--- src/hw/pacman_cfg.svh ---
`ifndef PACMAN_CFG_SVH
`define PACMAN_CFG_SVH

/////////////////////////////
// Display timing
/////////////////////////////

// Horizontal, line of 240 pixels
`define PAC_H_VISIBLE 224
`define PAC_H_FRONT 4
`define PAC_H_SYNC 8
`define PAC_H_BACK 4

// Vertical, frame of 296 lines
`define PAC_V_VISIBLE 288
`define PAC_V_FRONT 2
`define PAC_V_SYNC 2
`define PAC_V_BACK 4

/////////////////////////////
// Maze and player
/////////////////////////////

`define PAC_TILE_SIZE 8
`define PAC_TILE_COLS 28
`define PAC_TILE_ROWS 36
// Row pitch of the tile memory
`define PAC_MAP_STRIDE 32

`define PAC_SPRITE_SIZE 8
`define PAC_START_X 96
`define PAC_START_Y 64

// Colours as r, g, b nibbles
`define PAC_PLAYER_RGB 12'hFFF
`define PAC_WALL_RGB 12'h00F

`endif

--- src/hw/pacman_pkg.sv ---
`include "pacman_cfg.svh"

package pacman_pkg;

  // Screen coordinates
  typedef logic [8:0] pix_x_t;
  typedef logic [8:0] pix_y_t;

  // Column plus row times stride
  typedef logic [10:0] tile_addr_t;

  typedef struct packed {
    logic [3:0] r;
    logic [3:0] g;
    logic [3:0] b;
  } rgb_t;

  typedef struct packed {
    logic up;
    logic down;
    logic right;
    logic left;
  } btn_t;

  // Raster position plus timing flags
  typedef struct packed {
    pix_x_t sx;
    pix_y_t sy;
    logic   de;
    logic   hsync_n;
    logic   vsync_n;
    logic   frame_stb;
  } scan_t;

  typedef struct packed {
    pix_x_t x;
    pix_y_t y;
  } pos_t;

  typedef enum logic [2:0] {
    idle,
    probe_a,
    probe_b,
    apply,
    next_dir
  } motion_state_t;

  // Tile memory index of a pixel
  function automatic tile_addr_t tile_index(pix_x_t x, pix_y_t y);
    return tile_addr_t'((y / `PAC_TILE_SIZE) * `PAC_MAP_STRIDE + x / `PAC_TILE_SIZE);
  endfunction

endpackage

--- src/hw/button_latch.sv ---
`timescale 1ns/1ps

module button_latch (
  input  logic             vga_pix_clk,
  input  logic             rst,
  input  pacman_pkg::btn_t btn,
  input  logic             frame_stb,
  output pacman_pkg::btn_t req
);
  import pacman_pkg::*;

  // Two sync stages, then capture
  btn_t sync_1;
  btn_t sync_2;
  btn_t cap_q;
  // Presses seen since last strobe
  btn_t sticky_q;

  always_ff @(posedge vga_pix_clk) begin
    if (rst) begin
      sync_1   <= '0;
      sync_2   <= '0;
      cap_q    <= '0;
      sticky_q <= '0;
    end else begin
      sync_1 <= btn;
      sync_2 <= sync_1;
      cap_q  <= sync_2;
      // Handed over at the strobe, then start collecting again
      if (frame_stb) begin
        sticky_q <= '0;
      end else begin
        sticky_q <= sticky_q | cap_q;
      end
    end
  end

  // Includes a press captured in the strobe cycle itself
  assign req = sticky_q | cap_q;

endmodule

--- src/hw/maze_rom.sv ---
`timescale 1ns/1ps
`include "pacman_cfg.svh"

module maze_rom (
  input  logic                   vga_pix_clk,
  input  pacman_pkg::tile_addr_t probe_addr,
  output logic                   probe_wall,
  input  pacman_pkg::tile_addr_t render_addr,
  output logic                   render_wall
);

  localparam int map_depth = `PAC_MAP_STRIDE * `PAC_TILE_ROWS;

  // One bit per tile, 1 is wall
  logic wall_map [0:map_depth-1];

  //////////////////////////////
  // Maze rule
  //////////////////////////////

  initial begin
    int col;
    int row;
    for (int a = 0; a < map_depth; a++) begin
      col = a % `PAC_MAP_STRIDE;
      row = a / `PAC_MAP_STRIDE;
      wall_map[a] =
        // Padding columns past the maze
        (col >= `PAC_TILE_COLS) ||
        // Border ring
        (col == 0) || (col == `PAC_TILE_COLS - 1) ||
        (row == 0) || (row == `PAC_TILE_ROWS - 1) ||
        // Pillar grid
        ((col % 4 == 2) && (row % 4 == 2));
    end
  end

  //////////////////////////////
  // Read ports
  //////////////////////////////

  // Motion side
  always_ff @(posedge vga_pix_clk) begin
    probe_wall <= wall_map[probe_addr];
  end

  // Display side
  always_ff @(posedge vga_pix_clk) begin
    render_wall <= wall_map[render_addr];
  end

endmodule

--- src/hw/pacman_top.sv ---
`timescale 1ns/1ps

module pacman_top (
  input  logic             vga_pix_clk,
  input  logic             rst,
  input  pacman_pkg::btn_t btn,
  output pacman_pkg::rgb_t rgb,
  output logic             hsync_n,
  output logic             vsync_n,
  output logic             de
);
  import pacman_pkg::*;

  scan_t      scan;
  btn_t       req;
  pos_t       pos;
  tile_addr_t probe_addr;
  logic       probe_wall;
  tile_addr_t render_addr;
  logic       render_wall;

  //////////////////////////////
  // Input side
  //////////////////////////////

  vga_timing vga_timing_i (
    .vga_pix_clk (vga_pix_clk),
    .rst         (rst),
    .scan        (scan)
  );

  // Presses gathered per frame
  button_latch button_latch_i (
    .vga_pix_clk (vga_pix_clk),
    .rst         (rst),
    .btn         (btn),
    .frame_stb   (scan.frame_stb),
    .req         (req)
  );

  //////////////////////////////
  // Game state
  //////////////////////////////

  player_motion player_motion_i (
    .vga_pix_clk (vga_pix_clk),
    .rst         (rst),
    .frame_stb   (scan.frame_stb),
    .req         (req),
    .probe_addr  (probe_addr),
    .probe_wall  (probe_wall),
    .pos         (pos)
  );

  // Shared by motion and display
  maze_rom maze_rom_i (
    .vga_pix_clk (vga_pix_clk),
    .probe_addr  (probe_addr),
    .probe_wall  (probe_wall),
    .render_addr (render_addr),
    .render_wall (render_wall)
  );

  //////////////////////////////
  // Output side
  //////////////////////////////

  pixel_render pixel_render_i (
    .vga_pix_clk (vga_pix_clk),
    .rst         (rst),
    .scan        (scan),
    .pos         (pos),
    .render_addr (render_addr),
    .render_wall (render_wall),
    .rgb         (rgb),
    .de          (de),
    .hsync_n     (hsync_n),
    .vsync_n     (vsync_n)
  );

endmodule

--- src/hw/pixel_render.sv ---
`timescale 1ns/1ps
`include "pacman_cfg.svh"

module pixel_render (
  input  logic                   vga_pix_clk,
  input  logic                   rst,
  input  pacman_pkg::scan_t      scan,
  input  pacman_pkg::pos_t       pos,
  output pacman_pkg::tile_addr_t render_addr,
  input  logic                   render_wall,
  output pacman_pkg::rgb_t       rgb,
  output logic                   de,
  output logic                   hsync_n,
  output logic                   vsync_n
);
  import pacman_pkg::*;

  logic in_sprite;
  logic sprite_q;

  //////////////////////////////
  // Stage 0, address and hit
  //////////////////////////////

  // Tile lookup for the current pixel
  assign render_addr = tile_index(scan.sx, scan.sy);

  // Inside the player box
  always_comb begin
    in_sprite = (scan.sx >= pos.x) && (scan.sx < pos.x + `PAC_SPRITE_SIZE) &&
                (scan.sy >= pos.y) && (scan.sy < pos.y + `PAC_SPRITE_SIZE);
  end

  // Sprite hit travels next to the ROM read
  always_ff @(posedge vga_pix_clk) begin
    sprite_q <= in_sprite;
  end

  // Timing flags delayed one stage
  always_ff @(posedge vga_pix_clk) begin
    if (rst) begin
      de      <= 1'b0;
      hsync_n <= 1'b1;
      vsync_n <= 1'b1;
    end else begin
      de      <= scan.de;
      hsync_n <= scan.hsync_n;
      vsync_n <= scan.vsync_n;
    end
  end

  //////////////////////////////
  // Stage 1, colour
  //////////////////////////////

  // Player over wall over black
  always_comb begin
    if (!de) begin
      rgb = '0;
    end else if (sprite_q) begin
      rgb = rgb_t'(`PAC_PLAYER_RGB);
    end else if (render_wall) begin
      rgb = rgb_t'(`PAC_WALL_RGB);
    end else begin
      rgb = '0;
    end
  end

endmodule

--- src/hw/player_motion.sv ---
`timescale 1ns/1ps
`include "pacman_cfg.svh"

module player_motion (
  input  logic                   vga_pix_clk,
  input  logic                   rst,
  input  logic                   frame_stb,
  input  pacman_pkg::btn_t       req,
  output pacman_pkg::tile_addr_t probe_addr,
  input  logic                   probe_wall,
  output pacman_pkg::pos_t       pos
);
  import pacman_pkg::*;

  // Direction order within a frame
  localparam logic [1:0] dir_up = 2'd0;
  localparam logic [1:0] dir_down = 2'd1;
  localparam logic [1:0] dir_right = 2'd2;
  localparam logic [1:0] dir_left = 2'd3;

  // Far edge offset of the sprite box
  localparam pix_x_t edge_x = pix_x_t'(`PAC_SPRITE_SIZE - 1);
  localparam pix_y_t edge_y = pix_y_t'(`PAC_SPRITE_SIZE - 1);

  motion_state_t state;
  logic [1:0]    dir;
  btn_t          req_q;
  logic          dir_req;
  logic          blocked_a;
  logic          second;
  pix_x_t        probe_x;
  pix_y_t        probe_y;

  //////////////////////////////
  // Probe point
  //////////////////////////////

  always_comb begin
    case (dir)
      dir_up:    dir_req = req_q.up;
      dir_down:  dir_req = req_q.down;
      dir_right: dir_req = req_q.right;
      default:   dir_req = req_q.left;
    endcase
  end

  // Two tiles under the leading edge of the moved box
  assign second = (state == probe_b);

  always_comb begin
    case (dir)
      dir_up: begin
        probe_x = second ? pos.x + edge_x : pos.x;
        probe_y = pos.y - 1'b1;
      end
      dir_down: begin
        probe_x = second ? pos.x + edge_x : pos.x;
        probe_y = pos.y + edge_y + 1'b1;
      end
      dir_right: begin
        probe_x = pos.x + edge_x + 1'b1;
        probe_y = second ? pos.y + edge_y : pos.y;
      end
      default: begin
        probe_x = pos.x - 1'b1;
        probe_y = second ? pos.y + edge_y : pos.y;
      end
    endcase
  end

  assign probe_addr = tile_index(probe_x, probe_y);

  //////////////////////////////
  // Step FSM
  //////////////////////////////

  always_ff @(posedge vga_pix_clk) begin
    if (rst) begin
      state     <= idle;
      dir       <= dir_up;
      req_q     <= '0;
      blocked_a <= 1'b0;
      pos.x     <= pix_x_t'(`PAC_START_X);
      pos.y     <= pix_y_t'(`PAC_START_Y);
    end else begin
      case (state)
        idle: begin
          // Sample requests once per frame
          if (frame_stb) begin
            req_q <= req;
            dir   <= dir_up;
            state <= next_dir;
          end
        end
        next_dir: begin
          // Skip directions not requested
          if (dir_req) begin
            state <= probe_a;
          end else if (dir == dir_left) begin
            state <= idle;
          end else begin
            dir <= dir + 1'b1;
          end
        end
        probe_a: state <= probe_b;
        probe_b: begin
          // ROM returns the first tile here
          blocked_a <= probe_wall;
          state     <= apply;
        end
        apply: begin
          // Second tile on probe_wall now
          if (!blocked_a && !probe_wall) begin
            case (dir)
              dir_up:    pos.y <= pos.y - 1'b1;
              dir_down:  pos.y <= pos.y + 1'b1;
              dir_right: pos.x <= pos.x + 1'b1;
              default:   pos.x <= pos.x - 1'b1;
            endcase
          end
          if (dir == dir_left) begin
            state <= idle;
          end else begin
            dir   <= dir + 1'b1;
            state <= next_dir;
          end
        end
        default: state <= idle;
      endcase
    end
  end

endmodule

--- src/hw/vga_timing.sv ---
`timescale 1ns/1ps
`include "pacman_cfg.svh"

module vga_timing (
  input  logic              vga_pix_clk,
  input  logic              rst,
  output pacman_pkg::scan_t scan
);
  import pacman_pkg::*;

  // Line and frame lengths
  localparam int h_total = `PAC_H_VISIBLE + `PAC_H_FRONT + `PAC_H_SYNC + `PAC_H_BACK;
  localparam int v_total = `PAC_V_VISIBLE + `PAC_V_FRONT + `PAC_V_SYNC + `PAC_V_BACK;
  // Sync windows
  localparam int hs_start = `PAC_H_VISIBLE + `PAC_H_FRONT;
  localparam int hs_end = hs_start + `PAC_H_SYNC;
  localparam int vs_start = `PAC_V_VISIBLE + `PAC_V_FRONT;
  localparam int vs_end = vs_start + `PAC_V_SYNC;

  pix_x_t sx_nxt;
  pix_y_t sy_nxt;
  logic   line_end;
  logic   frame_end;

  //////////////////////////////
  // Next position
  //////////////////////////////

  assign line_end = (scan.sx == pix_x_t'(h_total - 1));
  assign frame_end = (scan.sy == pix_y_t'(v_total - 1));

  always_comb begin
    sx_nxt = line_end ? '0 : scan.sx + 1'b1;
    sy_nxt = scan.sy;
    // Row advances on line wrap
    if (line_end) begin
      sy_nxt = frame_end ? '0 : scan.sy + 1'b1;
    end
  end

  //////////////////////////////
  // Registered scan state
  //////////////////////////////

  // Flags decoded from the next position so they line up with sx, sy
  always_ff @(posedge vga_pix_clk) begin
    if (rst) begin
      scan.sx        <= '0;
      scan.sy        <= '0;
      scan.de        <= 1'b0;
      scan.hsync_n   <= 1'b1;
      scan.vsync_n   <= 1'b1;
      scan.frame_stb <= 1'b0;
    end else begin
      scan.sx        <= sx_nxt;
      scan.sy        <= sy_nxt;
      scan.de        <= (sx_nxt < `PAC_H_VISIBLE) && (sy_nxt < `PAC_V_VISIBLE);
      scan.hsync_n   <= !((sx_nxt >= hs_start) && (sx_nxt < hs_end));
      scan.vsync_n   <= !((sy_nxt >= vs_start) && (sy_nxt < vs_end));
      // First pixel of the first blanking line
      scan.frame_stb <= (sx_nxt == '0) && (sy_nxt == pix_y_t'(`PAC_V_VISIBLE));
    end
  end

endmodule

--- config.mk ---
export PLATFORM = sky130hd
export DESIGN_NAME = pacman_top
export DESIGN_NICKNAME = d
export VERILOG_FILES = /design/src/hw/pacman_pkg.sv /design/src/hw/button_latch.sv /design/src/hw/maze_rom.sv /design/src/hw/pacman_top.sv /design/src/hw/pixel_render.sv /design/src/hw/player_motion.sv /design/src/hw/vga_timing.sv
export VERILOG_INCLUDE_DIRS = /design/src /design/src/hw
export SDC_FILE = /design/constraint.sdc
export NUM_CORES = 1
export LEC_CHECK = 0
export BUFFER_PORTS_ARGS = -buffer_cell sky130_fd_sc_hd__buf_2
export CORE_ASPECT_RATIO = 0.75
export CORE_MARGIN = 4
export CORE_UTILIZATION = 30
export CTS_CLUSTER_SIZE = 25
export DETAILED_ROUTE_END_ITERATION = 10
export MAX_ROUTING_LAYER = met4
export PLACE_DENSITY = 0.44
export SLEW_MARGIN = 5
export SYNTH_ARGS = -nofsm -noshare
export SYNTH_HDL_FRONTEND = slang
export SYNTH_HIERARCHICAL = 1
export SYNTH_SLANG_ARGS = --single-unit
--- constraint.sdc ---
create_clock -name vga_pix_clk -period 3.85 [get_ports vga_pix_clk]
set_input_delay 0.5775 -clock vga_pix_clk [delete_from_list [all_inputs] [get_ports vga_pix_clk]]
set_output_delay 0.5775 -clock vga_pix_clk [all_outputs]
set_load 0.05 [all_outputs]
==> flow_summary.toml <==
[synth]
syn-num-nets = 792
netlist.top_cell.by_area = "dfxtp_1"
synth-main-ff-cell = "dfxtp_1"
ys_types = 80
synthMostInstantiatedCell = "dfxtp_1"
ys_top_cells_by_area = "dfxtp_1 (25%), ha_1 (11%), xnor2_1 (6.6%)"
ys_top_cells_by_count = "dfxtp_1 (72), nor2_1 (65), nand2_1 (58)"
syn_area_um2 = 5853
synth_edf_count = 0
ys_warn_count = 6
yosysTopAreaCellShare = 0.2463
yosysSeqAreaShare = 0.2463
async_flop_share = 0
synthCells = 735
synth_seq_cells = 72
syn_avg_cell_area_um2 = 7.963

[drt]
vias = 5091
routed_wl_um = 14720
drc = 0
first_pass_iters = 5
antenna_left = 0
wl_per_cell_um = 15.08
drt_iter0_markers = 380
via_per_inst = 5.216

[sta]
finalSetupViolCount = 0
rsz0062_at_grt = "false"
worst_slew_pin_slew_ns = 0.6785
skew_ns = 0.006375
post-route-period-util = 0.9068
finalMaxSlewViolations = 0
fin_crit_ns = 3.491
fin_tns_setup_ns = 0
hold_viol_final = 0
fmaxAchievable_mhz = 286.4
fin_hold_ws_ns = 0.4111
slew_headroom = 0.5413

[setup_path]
crit_path_max_incr_delay_ns = 0.52
worst_setup_path_start_kind = "flop"
worstPathMaxFanout = 11
crit_family = "simple AND/OR/NAND/NOR gates"
endpoint_kind = "flop"
cp_num_buf_inv = 1
cp_slowest_cell = "dfxtp_1"
cp.required_ns = 4.08
critPathArrivalTime_ns = 3.72
crit_type = "reg -> reg"
path_cells = "inv_1 -> ha_1 -> nand2b_1 -> nand2_1 -> nor3b_1 -> o21ai_0 -> nor3_1 -> xnor2_1 -> o21ai_0 -> ha_1 -> nand3b_4 -> a311oi_2 -> xnor2_1 -> nor2_1 -> a32oi_1 -> nand3_1"

[final_layout]
ff_latch_area_um2 = 1441
nets = 781
fillers = 1997
final_cells = 976
multi_input_area_um2 = 3909
diodes = 0
area_growth_syn_to_layout_pct = 7.845
drive_gt1_frac = 0.1207

[clock_tree]
cts-root-buf = "clkbuf_16"
postCtsHoldBufs = 0
cts_htree_levels = 3
clock-sinks = 72
cts_resized = 0
path_clk_slew_ns = 0.07
cts_buffer_depth = 2
clkLatencyLatePin_ns = 0.34
postCtsSetupBuffers = 0
cts_buffers = 9
cts_tree = "yes"

[die]
placementRows = 43
floorplan.die_area_um2 = 21830
coreArea_um2 = 18830
ios = 21
die_w_um = 169.3
initial_core_util = 0.3108
fp.dieH_um = 129.0

[power]
p_total_w = 0.001679
ir_drop_v = 0.0001529
power_density_nw_per_um2 = 265.9
p_leak_nw = 2.435

[global_routing]
gr-total-overflow = 0
grt_start_max_net_pins = 45
antenna_found_initial = 0
grt_usage = 0.1438
grt_pass1_vias = 4745
grt_pass1_wl_um = 24810

[placement]
io_buffers = 20
hpwl_um = 11070
place_congestion = 0.8365
dpl.cell_count = 960

[hold_path]
holdCritPathClass = "reg -> reg"

[job]
max_cap_viol_count = 0

[status]
outcome = "completed"
[final cells by class]
cell class,count,share of cell area
multi-input cells,568,0.6192
clock buffers,9,0.03568
well taps,247,0.04896
flip-flops and latches,72,0.2283
inverters,37,0.02200
repair buffers,36,0.03489
clock inverters,7,0.01090
[routing by layer]
metal / global-route usage / routed length, um
met1: 0.2110 / 7825
met5: - / 0
met4: 0.03644 / 161
met3: 0.02826 / 698
met2: 0.2002 / 6029
[sequential cells by signal, indices dropped and copies added (netlist names), 3 cells and up]
signal / cells
player_motion_i/req_q: 4
button_latch_i/sticky_q: 4
player_motion_i/state: 3
vga_timing_i/scan: 22
button_latch_i/sync_1: 4
button_latch_i/sync_2: 4
button_latch_i/cap_q: 4
player_motion_i/pos: 18
[path summary, 6_finish.rpt]
path,endpoint,start,slack [ns],depth (start not counted)
max,maze_rom_i/probe_wall,player_motion_i/pos[10],0.36,16
min reg2reg,pixel_render_i/vsync_n,vga_timing_i/scan[1],0.41,1
min,pixel_render_i/vsync_n,vga_timing_i/scan[1],0.41,1
max reg2reg,maze_rom_i/probe_wall,player_motion_i/pos[10],0.36,16
[layout by cell type, fill, tap and decap left out, types with 7 or more instances in the layout]
| cell | n |
|---|---|
| or3_1 | 9 |
| nand3_1 | 32 |
| or2_2 | 7 |
| xor2_1 | 28 |
| buf_4 | 16 |
| clkbuf_16 | 9 |
| nor2b_1 | 19 |
| ha_1 | 51 |
| nor4_1 | 10 |
| mux2i_1 | 9 |
| nor3_1 | 29 |
| inv_1 | 35 |
| nor2_1 | 65 |
| xnor2_1 | 44 |
| nand4_1 | 12 |
| dfxtp_1 | 72 |
| nand2b_1 | 11 |
| a21oi_1 | 41 |
| buf_2 | 20 |
| nand2_1 | 58 |
| o21ai_0 | 27 |
[report_power, final]
part           leakage, nW  internal [W]   total, W  switching, W
combinational         1.70     0.0000252  0.0000692     0.0000440
clock                0.147      0.000458   0.000846      0.000387
sequential           0.584      0.000756   0.000764    0.00000788
total                 2.43       0.00124    0.00168      0.000439
[stage by stage]
step | setup WS [ns] | cell area (um^2) | utilization
floorplan | 0.5266 | 5853 | -
global placement | 0.5078 | 6018 | 0.3196
detailed placement | 0.3623 | 6018 | 0.3196
CTS | 0.3493 | 6312 | 0.3352
global route | 0.01605 | 6312 | 0.3352
finish | 0.3589 | 6312 | 0.3352
[logic make-up (layout without fill, tap and decap cells)]
group,after synthesis,count (layout),share of synthesized area
and+or+nand+nor,300,300,0.2794
AOI/OAI and AO/OA,133,133,0.1494
muxes,12,12,0.02116
DFF,72,72,0.2463
xor gates and xnor gates,72,72,0.1077
adders and majority gates,51,51,0.1090
buffers and inverters,95,89,0.08700
No activity file was read; power rests on OpenSTA's default activity.
